<file path="config.mk">
export PLATFORM = sky130hd
export DESIGN_NAME = addr_decode
export DESIGN_NICKNAME = d
export VERILOG_FILES = /design/src/design/bus_types_pkg.sv /design/src/design/slave_map_pkg.sv /design/src/design/addr_decode.sv
export SDC_FILE = /design/constraint.sdc
export NUM_CORES = 1
export LEC_CHECK = 0
export ABC_CLOCK_PERIOD_IN_PS = 6500
export BUFFER_PORTS_ARGS = -buffer_cell sky130_fd_sc_hd__buf_2
export CORE_MARGIN = 2
export CORE_UTILIZATION = 45
export DETAILED_ROUTE_END_ITERATION = 7
export PLACE_DENSITY = 0.83
export SLEW_MARGIN = 20
export SYNTH_ARGS = -nofsm -noshare
export SYNTH_HDL_FRONTEND = slang
export SYNTH_SLANG_ARGS = --single-unit
</file>
<file path="constraint.sdc">
create_clock -name i_clk -period 6.5 [get_ports i_clk]
set_input_delay 0.325 -clock i_clk [delete_from_list [all_inputs] [get_ports i_clk]]
set_output_delay 0.325 -clock i_clk [all_outputs]
set_load 0.02 [all_outputs]
</file>
<file path="src/design/bus_types_pkg.sv">
package bus_types_pkg;

	////////////////////////////////////////////////////////////////////////////
	// Wishbone bus widths
	////////////////////////////////////////////////////////////////////////////

	// Byte addressed, 32-bit words
	localparam int ADDR_W = 32;
	localparam int DATA_W = 32;
	// One select bit per byte lane
	localparam int SEL_W = DATA_W / 8;
	localparam int BYTE_W = DATA_W / SEL_W;
	// Lowest address bit that picks a word
	localparam int WORD_LSB = $clog2(SEL_W);

	typedef logic [ADDR_W-1:0] wb_addr_t;
	typedef logic [DATA_W-1:0] wb_data_t;
	typedef logic [SEL_W-1:0]  wb_sel_t;

	////////////////////////////////////////////////////////////////////////////
	// Request and response payloads
	////////////////////////////////////////////////////////////////////////////

	// Request fields that ride alongside cyc and stb
	typedef struct packed {
		// High for a write
		logic     we;
		wb_addr_t addr;
		// Write data, ignored on reads
		wb_data_t data;
		wb_sel_t  sel;
	} wb_req_t;

	// One response cycle has ack or err set, never both
	typedef struct packed {
		logic     ack;
		logic     err;
		// Read data, only meaningful with ack
		wb_data_t data;
	} wb_rsp_t;

endpackage

</file>
<file path="src/design/slave_map_pkg.sv">
package slave_map_pkg;
	import bus_types_pkg::*;

	////////////////////////////////////////////////////////////////////////////
	// Slave population and decode vectors
	////////////////////////////////////////////////////////////////////////////

	localparam int NUM_SLAVES = 4;
	// Slave index also covers the error responder
	localparam int SLAVE_IDX_W = $clog2(NUM_SLAVES + 1);
	// Room for more responses in flight than the slowest slave allows
	localparam int OUTST_W = 4;

	// One bit per slave, top bit flags an unowned address
	typedef logic [NUM_SLAVES:0]    slave_sel_t;
	typedef logic [SLAVE_IDX_W-1:0] slave_idx_t;
	typedef logic [OUTST_W-1:0]     outstanding_t;

	// Index used for the internal error responder
	localparam slave_idx_t ERR_TARGET = slave_idx_t'(NUM_SLAVES);

	////////////////////////////////////////////////////////////////////////////
	// Address map and slave timing
	////////////////////////////////////////////////////////////////////////////

	// Each slave owns one 4 KB region
	localparam wb_addr_t SLAVE_BASE [NUM_SLAVES] = '{
		32'h0000_0000, 32'h0000_1000, 32'h0000_2000, 32'h8000_0000
	};
	localparam wb_addr_t SLAVE_MASK [NUM_SLAVES] = '{default: 32'hFFFF_F000};

	localparam int DEFAULT_LATENCY = 1;
	// Slave 2 is the slow one
	localparam int SLAVE_LATENCY [NUM_SLAVES] = '{
		DEFAULT_LATENCY, DEFAULT_LATENCY, 3, DEFAULT_LATENCY
	};
	// 256 words, indexed by address bits 9:2
	localparam int RAM_DEPTH = 256;

endpackage

</file>
<file path="src/design/addr_decode.sv">
module addr_decode
	import bus_types_pkg::*;
	import slave_map_pkg::*;
(
	input  logic       i_clk,
	input  logic       i_reset,
	// Upstream side, from the master
	input  logic       i_valid,
	output logic       o_stall,
	input  wb_req_t    i_req,
	// Downstream side, toward the router
	output logic       o_valid,
	input  logic       i_stall,
	output slave_sel_t o_decode,
	output wb_req_t    o_req
);

	// Combinational one-hot select for the incoming address
	slave_sel_t request;
	// Some slave claims the address
	logic       any_hit;

	////////////////////////////////////////////////////////////////////////////
	// Address match against the slave map
	////////////////////////////////////////////////////////////////////////////

	always_comb
	begin
		any_hit = 1'b0;
		for (int k = 0; k < NUM_SLAVES; k++)
		begin
			// Masked address bits must equal the base
			request[k] = i_valid && ((i_req.addr & SLAVE_MASK[k]) == SLAVE_BASE[k]);
			any_hit = any_hit | request[k];
		end
		// Nobody owns it, so the router answers with err
		request[NUM_SLAVES] = i_valid && !any_hit;
	end

	////////////////////////////////////////////////////////////////////////////
	// Output register stage
	////////////////////////////////////////////////////////////////////////////

	// Hold off the master only while a stalled word sits in the register
	assign o_stall = o_valid && i_stall;

	// Control half, cleared by reset
	always_ff @(posedge i_clk)
	begin
		if (i_reset)
		begin
			o_valid  <= 1'b0;
			o_decode <= '0;
		end
		else if (!o_stall)
		begin
			o_valid  <= i_valid;
			// Zero when no request comes in
			o_decode <= request;
		end
	end

	// Payload half, loads on the same condition
	always_ff @(posedge i_clk)
	begin
		if (!o_stall)
			o_req <= i_req;
	end

	////////////////////////////////////////////////////////////////////////////
	// Checks
	////////////////////////////////////////////////////////////////////////////

	// Valid output always carries exactly one select bit
	a_valid_decode: assert property (@(posedge i_clk) disable iff (i_reset)
		o_valid == (o_decode != '0));

	a_decode_onehot: assert property (@(posedge i_clk) disable iff (i_reset)
		$onehot0(o_decode));

	// Router sees a frozen word until it takes it
	a_hold_stalled: assert property (@(posedge i_clk) disable iff (i_reset)
		(o_valid && i_stall) |=> (o_valid && $stable(o_decode) && $stable(o_req)));

endmodule

</file>
==> flow_metrics.env <==
export IMPL_cellLeakagePower_nw=1.529
export IMPL_grt_start_max_net_pins=73
export IMPL_vias_per_cell=4.712
export IMPL_synth_edff_count=69
export IMPL_reg2reg_slack_ns=4.47
export IMPL_period_share=0.3271
export IMPL_cts_resized=0
export IMPL_min_from="i_req[5]"
export IMPL_regToRegStartpoint="o_valid"
export IMPL_status="finished clean"
export IMPL_clk_pin_slew_ns=0.07
export IMPL_clockBufferDepth=2
export IMPL_place_area_um2=3257
export IMPL_slew_headroom=0.4219
export IMPL_h_tree_depth=3
export IMPL_end_kind="primary output"
export IMPL_grtUsageTotal=0.1801
export IMPL_crit_family="buffers and inverters"
export IMPL_netlist_area_leader_share=0.8558
export IMPL_cp_num_buf_inv=3
export IMPL_r2r_cells=5
export IMPL_arrival_ns=1.80
export IMPL_wire_per_inst_um=15.02
export IMPL_ys_seq_elements=75
export IMPL_dr_total_vias=1635
export IMPL_power_share_clock=0.352
export IMPL_dpl_hpwl_mm=3.898
export IMPL_postCtsHoldBufs=0
export IMPL_wl_mm=5.212
export IMPL_finalSetupTns_ns=0
export IMPL_postCtsSetupBuffers=0
export IMPL_fin_worst_skew_ns=0.007702
export IMPL_p_seq_frac=0.544
export IMPL_intPower_mw=0.8122
export IMPL_rsz0062_at_grt="no"
export IMPL_tightest_slew_ns=0.8671
export IMPL_yosysMostFrequentCell="edfxtp_1"
export IMPL_synth_area_per_cell_um2=21.62
export IMPL_antenna_found_initial=0
export IMPL_gr_total_overflow=0
export IMPL_gp_congestion=0.7426
export IMPL_finalSetupViolCount=0
export IMPL_synth_largest_area_cell="edfxtp_1"
export IMPL_p_per_area_nw_per_um2=301.8
export IMPL_synth_nets=185
export IMPL_cts_tree="done"
export IMPL_num_rows=26
export IMPL_ys_async_sr_fraction=0
export IMPL_dominantRegCellSynth="edfxtp_1"
export IMPL_dr_pass1_iters=4
export IMPL_fin_nets=345
export IMPL_crit_chain="nand2_2, buf_4, inv_2, buf_2"
export IMPL_initial_core_util=0.4710
export IMPL_critPathMaxFanout=72
export IMPL_critical_path_max_stage_delay_ns=0.66
export IMPL_fillerInstances=399
export IMPL_dieArea_um2=5983
export IMPL_hold_end="o_req[5]"
export IMPL_worst_setup_path_type="reg -> out"
export IMPL_fmax_mhz=470.4
export IMPL_grt_pass1_wl_mm=7.852
export IMPL_seq_area_frac_synth=0.9054
export IMPL_drt_iter0_markers=61
export IMPL_cts_root_buf="clkbuf_8"
export IMPL_cts_sinks=75
export IMPL_drive_above_1_share=0.6101
export IMPL_io_pins=149
export IMPL_antenna_left=0
export IMPL_antenna_cells=0
export IMPL_syn_area_um2=2421
export IMPL_p_comb_frac=0.105
export IMPL_vdd_drop_max_mv=0.1744
export IMPL_power_switching_mw=0.2335
export IMPL_die_h_um=77.35
export IMPL_grt_pass1_vias=1538
export IMPL_cp_start_kind="register"
export IMPL_min_path_cells=1
export IMPL_swShare=0.2233
export IMPL_ys_warn_count=0
export IMPL_syn2layout_area_growth_pct=43.10
export IMPL_design_area_um2=3465
export IMPL_core_um2=5140
export IMPL_worstSkewPairLatency_ns=0.34
export IMPL_r2r_end="o_decode[3]"
export IMPL_hold_viol=0
export IMPL_slew_viol_final=0
export IMPL_synthCells=112
export IMPL_hold_path_class="in -> reg"
export IMPL_synth_area_leaders="edfxtp_1, dfxtp_1, nor4b_1, nand2_1, or4_4"
export IMPL_cp_required_ns=6.17
export IMPL_fin_crit_ns=2.126
export IMPL_critPathSlowestCell="buf_4"
export IMPL_drc=0
export IMPL_die_x_um=77.35
export IMPL_ys_types=20
export IMPL_max_cap_violations=0
export IMPL_portBuffers=148
export IMPL_cts_buffers=9
export IMPL_synth_commonest_cells="edfxtp_1, dfxtp_1, nand2_1"
## routing by layer
metal,GRT usage,share of wire,vias to the layer above
met4,0.1071,0.019,0
met1,0.2207,0.39,747
met2,0.2774,0.48,112
met5,0,0,-
li1,-,-,765
met3,0.06279,0.11,11
## power by group through the flow
stage	Clock, mW	Sequential, mW	Combinational [mW]
after floorplan	0	0.622	0.0106
after global placement	0	0.578	0.108
after detailed placement	0	0.579	0.111
after CTS	0.377	0.569	0.111
after global routing	0.394	0.571	0.117
final	0.368	0.568	0.110
## cell type report
cell class                 count  area, µm²  area share
inverter                       2      7.507    0.002167
sequential                    75       2192      0.6327
clock inverter                 6      80.08     0.02311
clock buffer                  10      127.6     0.03684
timing repair buffer         149      748.2      0.2160
tap                           70      87.58     0.02528
multi-input combinational     35      221.5     0.06392
## logic make-up (layout without fill, tap and decap cells)
group / after synthesis / after routing / synth area share
buffers and inverters: 2 / 167 / 0.003098
AOI/OAI and AO/OA: 8 / 8 / 0.02222
and+or+nand+nor: 27 / 27 / 0.06925
DFF: 75 / 75 / 0.9054
## cell usage in the layout (no fill, tap or decap), types with 2 or more instances in the layout
master / instances
and3_1: 2
clkbuf_8: 9
bufinv_16: 2
clkinv_1: 2
dfxtp_1: 6
or4_4: 2
edfxtp_1: 69
nor2_1: 4
a21oi_1: 4
nor4b_1: 3
nand3_1: 2
buf_2: 148
nand2_1: 6
nor4_1: 3
nand2_2: 2
## how the worst max path moves through the flow
stage | cells after the start | to | slack (ns) | startpoint
finish | 4 | o_stall | 4.37 | o_valid
global route | 4 | o_stall | 4.19 | o_valid
CTS | 4 | o_stall | 4.36 | o_valid
detailed placement | 6 | o_decode[3] | 4.37 | i_stall
global placement | 6 | o_decode[3] | 4.43 | i_stall
floorplan | 4 | o_decode[3] | 4.17 | o_valid
## sequential cells by signal (all words and copies together), names as in the netlist
signal	flops
o_decode	5
o_valid	1
o_req	69
## stage by stage
step                power [mW]  hold slack (ns)    util  std cells  setup slack [ns]
global route             1.082           0.1393  0.6741        347             4.192
floorplan               0.6324           0.3941       -        112             4.175
detailed placement      0.6895           0.4457  0.6336        331             4.368
finish                   1.046           0.1560  0.6741        347             4.374
global placement        0.6861           0.4414  0.6336        331             4.428
CTS                      1.056           0.1391  0.6741        347             4.359
(Power assumes the default switching activity.)
