File: src/design/bus_types_pkg.sv
package bus_types_pkg;

	////////////////////////////////////////////////////////////////////////////
	// Wishbone bus widths
	////////////////////////////////////////////////////////////////////////////

	// Byte addressed, 32-bit words
	localparam int ADDR_W = 32;
	localparam int DATA_W = 32;
	// One select bit per byte lane
	localparam int SEL_W = DATA_W / 8;
	localparam int BYTE_W = DATA_W / SEL_W;
	// Lowest address bit that picks a word
	localparam int WORD_LSB = $clog2(SEL_W);

	typedef logic [ADDR_W-1:0] wb_addr_t;
	typedef logic [DATA_W-1:0] wb_data_t;
	typedef logic [SEL_W-1:0]  wb_sel_t;

	////////////////////////////////////////////////////////////////////////////
	// Request and response payloads
	////////////////////////////////////////////////////////////////////////////

	// Request fields that ride alongside cyc and stb
	typedef struct packed {
		// High for a write
		logic     we;
		wb_addr_t addr;
		// Write data, ignored on reads
		wb_data_t data;
		wb_sel_t  sel;
	} wb_req_t;

	// One response cycle has ack or err set, never both
	typedef struct packed {
		logic     ack;
		logic     err;
		// Read data, only meaningful with ack
		wb_data_t data;
	} wb_rsp_t;

endpackage

File: src/design/slave_map_pkg.sv
package slave_map_pkg;
	import bus_types_pkg::*;

	////////////////////////////////////////////////////////////////////////////
	// Slave population and decode vectors
	////////////////////////////////////////////////////////////////////////////

	localparam int NUM_SLAVES = 4;
	// Slave index also covers the error responder
	localparam int SLAVE_IDX_W = $clog2(NUM_SLAVES + 1);
	// Room for more responses in flight than the slowest slave allows
	localparam int OUTST_W = 4;

	// One bit per slave, top bit flags an unowned address
	typedef logic [NUM_SLAVES:0]    slave_sel_t;
	typedef logic [SLAVE_IDX_W-1:0] slave_idx_t;
	typedef logic [OUTST_W-1:0]     outstanding_t;

	// Index used for the internal error responder
	localparam slave_idx_t ERR_TARGET = slave_idx_t'(NUM_SLAVES);

	////////////////////////////////////////////////////////////////////////////
	// Address map and slave timing
	////////////////////////////////////////////////////////////////////////////

	// Each slave owns one 4 KB region
	localparam wb_addr_t SLAVE_BASE [NUM_SLAVES] = '{
		32'h0000_0000, 32'h0000_1000, 32'h0000_2000, 32'h8000_0000
	};
	localparam wb_addr_t SLAVE_MASK [NUM_SLAVES] = '{default: 32'hFFFF_F000};

	localparam int DEFAULT_LATENCY = 1;
	// Slave 2 is the slow one
	localparam int SLAVE_LATENCY [NUM_SLAVES] = '{
		DEFAULT_LATENCY, DEFAULT_LATENCY, 3, DEFAULT_LATENCY
	};
	// 256 words, indexed by address bits 9:2
	localparam int RAM_DEPTH = 256;

endpackage

File: src/design/slave_router.sv
module slave_router
	import bus_types_pkg::*;
	import slave_map_pkg::*;
(
	input  logic                       i_clk,
	input  logic                       i_reset,
	input  logic                       i_cyc,
	// Decoded request from the decoder stage
	input  logic                       i_valid,
	input  slave_sel_t                 i_decode,
	input  wb_req_t                    i_req,
	output logic                       o_dec_stall,
	// Slave side
	output logic [NUM_SLAVES-1:0]      o_slave_stb,
	output wb_req_t                    o_slave_req,
	input  wb_rsp_t [NUM_SLAVES-1:0]   i_slave_rsp,
	// Response back to the master
	output wb_rsp_t                    o_rsp
);

	// Slave that owns the responses now in flight
	slave_idx_t   cur_idx;
	// Index of the decoded request
	slave_idx_t   target;
	// Responses owed to the master in this cycle
	outstanding_t outstanding;
	// Stale acks still due after cyc was dropped
	outstanding_t drain;
	logic         err_pending;
	logic         cur_is_slave;
	wb_rsp_t      rsp_sel;
	logic         rsp_hit;
	logic         take;
	logic         resp_done;

	////////////////////////////////////////////////////////////////////////////
	// Request side
	////////////////////////////////////////////////////////////////////////////

	// One-hot select to index, err target when no slave bit is set
	always_comb
	begin
		target = ERR_TARGET;
		for (int k = 0; k < NUM_SLAVES; k++)
			if (i_decode[k])
				target = slave_idx_t'(k);
	end

	// Switching slaves waits for the old one to finish
	// Also hold new work until stale acks have drained
	assign o_dec_stall = i_cyc && i_valid
		&& ((drain != '0) || ((target != cur_idx) && (outstanding != '0)));

	// A request outside a cycle is simply dropped
	assign take = i_cyc && i_valid && !o_dec_stall;

	assign o_slave_stb = take ? i_decode[NUM_SLAVES-1:0] : '0;
	assign o_slave_req = i_req;

	////////////////////////////////////////////////////////////////////////////
	// Response side
	////////////////////////////////////////////////////////////////////////////

	assign cur_is_slave = (cur_idx != ERR_TARGET);

	// Only the current slave may answer
	always_comb
	begin
		rsp_sel = '0;
		for (int k = 0; k < NUM_SLAVES; k++)
			if (cur_idx == slave_idx_t'(k))
				rsp_sel = i_slave_rsp[k];
	end

	assign rsp_hit = rsp_sel.ack;

	// Stale acks never count against live requests
	assign resp_done = i_cyc && (drain == '0) && (rsp_hit || err_pending);

	assign o_rsp.ack  = i_cyc && (drain == '0) && rsp_hit;
	assign o_rsp.err  = i_cyc && err_pending;
	assign o_rsp.data = rsp_sel.data;

	////////////////////////////////////////////////////////////////////////////
	// Tracking state
	////////////////////////////////////////////////////////////////////////////

	always_ff @(posedge i_clk)
	begin
		if (i_reset)
		begin
			cur_idx     <= '0;
			outstanding <= '0;
			drain       <= '0;
			err_pending <= 1'b0;
		end
		else if (!i_cyc)
		begin
			// Abandon the cycle
			outstanding <= '0;
			err_pending <= 1'b0;
			// Slave acks still in flight must be swallowed later
			drain <= drain + (cur_is_slave ? outstanding : '0) - outstanding_t'(rsp_hit);
		end
		else
		begin
			if (take)
				cur_idx <= target;
			outstanding <= outstanding + outstanding_t'(take) - outstanding_t'(resp_done);
			// Error answer one cycle after the unmapped request
			err_pending <= take && (target == ERR_TARGET);
			if ((drain != '0) && rsp_hit)
				drain <= drain - 1'b1;
		end
	end

	// Every response pairs with an earlier request
	a_no_underflow: assert property (@(posedge i_clk) disable iff (i_reset)
		resp_done |-> (outstanding != '0));

	// Slave ack and internal err never collide
	a_ack_err_excl: assert property (@(posedge i_clk) disable iff (i_reset)
		!(o_rsp.ack && o_rsp.err));

endmodule

File: config.mk
export PLATFORM = sky130hd
export DESIGN_NAME = slave_router
export DESIGN_NICKNAME = d
export VERILOG_FILES = /design/src/design/bus_types_pkg.sv /design/src/design/slave_map_pkg.sv /design/src/design/slave_router.sv
export SDC_FILE = /design/constraint.sdc
export NUM_CORES = 1
export LEC_CHECK = 0
export BUFFER_PORTS_ARGS = -buffer_cell sky130_fd_sc_hd__buf_2
export CAP_MARGIN = 40
export CORE_AREA = 2 2 124 126
export DETAILED_ROUTE_END_ITERATION = 6
export DIE_AREA = 0 0 126 128
export PLACE_DENSITY_LB_ADDON = 0.05
export SYNTH_ARGS = -nofsm -noshare
export SYNTH_HDL_FRONTEND = slang
export SYNTH_SLANG_ARGS = --single-unit
export TNS_END_PERCENT = 100
File: constraint.sdc
create_clock -name i_clk -period 8.6 [get_ports i_clk]
set_clock_uncertainty 0.1 [all_clocks]
set_input_delay 1.72 -clock i_clk [delete_from_list [all_inputs] [get_ports i_clk]]
set_output_delay 1.72 -clock i_clk [all_outputs]
set_load 0.03 [all_outputs]
==> flow_metrics.tcl <==
set metrics [dict create \
    remaining_drc_errors 0 \
    portBuffers 178 \
    wl_per_cell_um 17.8 \
    place_ws_ns 3.40 \
    numCtsBuffers 3 \
    core.rowCount 45 \
    drt-initial-drc-count 43 \
    drv_cap 0 \
    nets 604 \
    fin_crit_sh_pct 60.3 \
    start_util_pct 17.4 \
    mappedNetlistArea_mm2 0.00258 \
    clkLatencyLatePin_ns 0.24 \
    timing.hold.ws_ns 0.388 \
    diodes 0 \
    grt_pass1_vias 2376 \
    layout-drive-gt1-share_pct 60.7 \
    coreArea_mm2 0.0149 \
    p_per_area_mw_per_mm2 207 \
    period_needed_ns 5.19 \
    path_max_fanout 8 \
    clk_pin_slew_ns 0.04 \
    hold_viol 0 \
    nFillCells 1723 \
    reg2reg_slack_ns 5.22 \
    die-area_mm2 0.0161 \
    h-tree-depth 1 \
    p_leak_uw 0.00150 \
    syn_area_per_cell_um2 9.53 \
    status "finished clean" \
    hp-class "flop to flop" \
    dp_cells 558 \
    seq_area_frac_synth_pct 9.30 \
    grt_pass1_wl_mm 14.2 \
    final_max_slew_viol_count 0 \
    cts_tree "built" \
    synthDistinctLibCells 42 \
    postCtsHoldBufs 0 \
    ir_drop_mv 0.0616 \
    power_uw 676 \
    max_freq_ghz 0.193 \
    worst_pin_slew_ns 0.650 \
    combPwrFrac_pct 74.0 \
    io_pins 322 \
    p_sw_uw 312 \
    areaGrowthSynthToFinish_pct 26.3 \
    cts_root_buf "clkbuf_16" \
    ys_warn_count 0 \
    power.internal_uw 364 \
    drtAntennaViolNets 0 \
    grt_start_max_net_pins 38 \
    viasPerCell 4.19 \
    tns_ns 0 \
    synth_cells 271 \
    rsz0062_at_grt "no" \
    cts_buffer_depth 2 \
    critPathKind "primary input to primary output" \
    start_kind "primary input" \
    post-dp-hpwl_mm 8.52 \
    cts_resized 0 \
    register_area_um2 243 \
    seqPwrFrac_pct 11.8 \
    critical_path_required_ns 6.78 \
    cts_sinks 12 \
    antenna_found_initial 0 \
    die_h_um 128 \
    chipWidth_um 126 \
    cts_setup_buffers 0 \
    multi_input_comb_area_mm2 0.00170 \
    swShare_pct 46.2 \
    grt.total_usage_pct 11.5 \
    cp_data_arrival_time_ns 3.37 \
    ys_ff_latch 12 \
    layoutNonFillerInstCount 562 \
    setup_ws_ns 3.41 \
    via_count 2353 \
    wirelength_mm 10.0 \
    drt_pass1_iterations 4 \
    pwr-share-clk_pct 14.1 \
    gr-total-overflow 0 \
    end_kind "primary output" \
    place_congestion 0.678 \
    slew_headroom_pct 56.7 \
    setup_violations 0 \
    syn_nets 500 \
]
-- metal layers --
metal	track usage [%]	share of wire (%)
met1	13.0	37
met3	3.17	9.5
met5	0	0
met4	2.20	0.65
met2	21.7	53
-- sequential cells by signal, indices dropped and copies added, names as in the netlist --
name,cells
drain,4
cur_idx,3
outstanding,4
err_pending,1
-- through the flow --
stage / instance area [um^2] / util (%)
final: 3260 / 21.9
after CTS: 3260 / 21.9
after global placement: 3150 / 21.2
after detailed placement: 3170 / 21.3
after floorplan: 2580 / -
after global routing: 3260 / 21.9
-- cell usage after synthesis, drive strengths merged --
| cell | count | area [um^2] |
|---|---|---|
| a21o | 2 | 15.0 |
| xnor2 | 4 | 35.0 |
| nand3 | 3 | 15.0 |
| o22ai | 2 | 12.5 |
| nor2b | 3 | 18.8 |
| mux4 | 33 | 743 |
| mux2 | 2 | 22.5 |
| a41oi | 2 | 17.5 |
| xnor3 | 1 | 22.5 |
| nor2 | 9 | 33.8 |
| nand3b | 1 | 7.51 |
| or2 | 1 | 6.26 |
| nand2 | 14 | 60.1 |
| mux2i | 2 | 20.0 |
| nand4 | 1 | 6.26 |
| o21ba | 1 | 10.0 |
| a22oi | 1 | 7.51 |
| fa | 2 | 40.0 |
| a21oi | 2 | 10.0 |
| dfxtp | 12 | 240 |
| inv | 17 | 63.8 |
| clkbuf | 7 | 26.3 |
| or3b | 1 | 8.76 |
| nand2b | 2 | 12.5 |
| and3 | 4 | 30.0 |
| and2 | 42 | 263 |
| a31oi | 2 | 12.5 |
| ha | 13 | 163 |
| buf | 75 | 554 |
| a211oi | 3 | 27.5 |
| o21ai | 1 | 5.00 |
| o211a | 1 | 10.0 |
| nor4 | 3 | 48.8 |
| xor2 | 1 | 8.76 |
| nor3 | 1 | 5.00 |
-- cell type report --
type | count | area share, %
clock buffers | 4 | 2.72
flip-flops and latches | 12 | 7.44
multi-input cells | 160 | 52.1
inverters | 17 | 1.96
well taps | 188 | 7.21
repair buffers | 181 | 28.6
-- worst max-delay path, stage by stage --
cell and delay [ns]:
buf_2 0.15, nor4_4 0.33, a22oi_1 0.16, and3_4 0.21, nor4_4 0.42, and2_1 0.19
buf_2 0.19
-- layout by cell type (no fill, tap or decap), types with 2 or more instances in the layout --
master	synthesis	routed
xnor2_1	4	4
fa_1	2	2
ha_1	13	13
o22ai_1	2	2
dfxtp_2	0	2
and3_1	3	3
buf_4	69	2
a21o_1	2	2
a21oi_1	2	2
nand2_1	13	13
nand3_1	3	3
clkbuf_16	0	3
inv_1	17	17
a41oi_1	2	2
buf_2	5	178
dfxtp_1	12	10
a31oi_1	2	2
nor2b_1	3	3
nor4_4	2	2
mux2i_1	2	2
nand2b_1	2	2
and2_1	42	42
nor2_1	9	9
mux4_2	33	33
a211oi_1	2	2
-- power groups by stage --
stage | sequential, uW | combinational [uW] | clock (uW)
after CTS | 80.8 | 516 | 99.0
after detailed placement | 81.9 | 514 | 0
final | 80.0 | 500 | 95.6
after floorplan | 76.5 | 435 | 0
after global routing | 82.4 | 555 | 100
after global placement | 82.2 | 510 | 0
-- cells by family (layout without fill, tap and decap cells) --
kind of cell / count (synthesis) / after routing / synth area share (%)
buf+inv: 99 / 202 / 25.0
simple gates: 85 / 85 / 20.0
mux: 37 / 37 / 30.4
compound gates: 17 / 17 / 4.94
fa+ha+maj: 15 / 15 / 7.85
flops: 12 / 12 / 9.30
xor+xnor: 6 / 6 / 2.57
-- final timing paths --
path / start / endpoint / cells past startpoint
max reg2reg: cur_idx[0]$_SDFFE_PP0P_ / outstanding[2]$_SDFF_PP0_ / 12
min: cur_idx[2]$_SDFFE_PP0P_ / cur_idx[2]$_SDFFE_PP0P_ / 2
min reg2reg: cur_idx[2]$_SDFFE_PP0P_ / cur_idx[2]$_SDFFE_PP0P_ / 2
max: i_decode[2] / o_slave_stb[1] / 7
(Power assumes the default switching activity.)
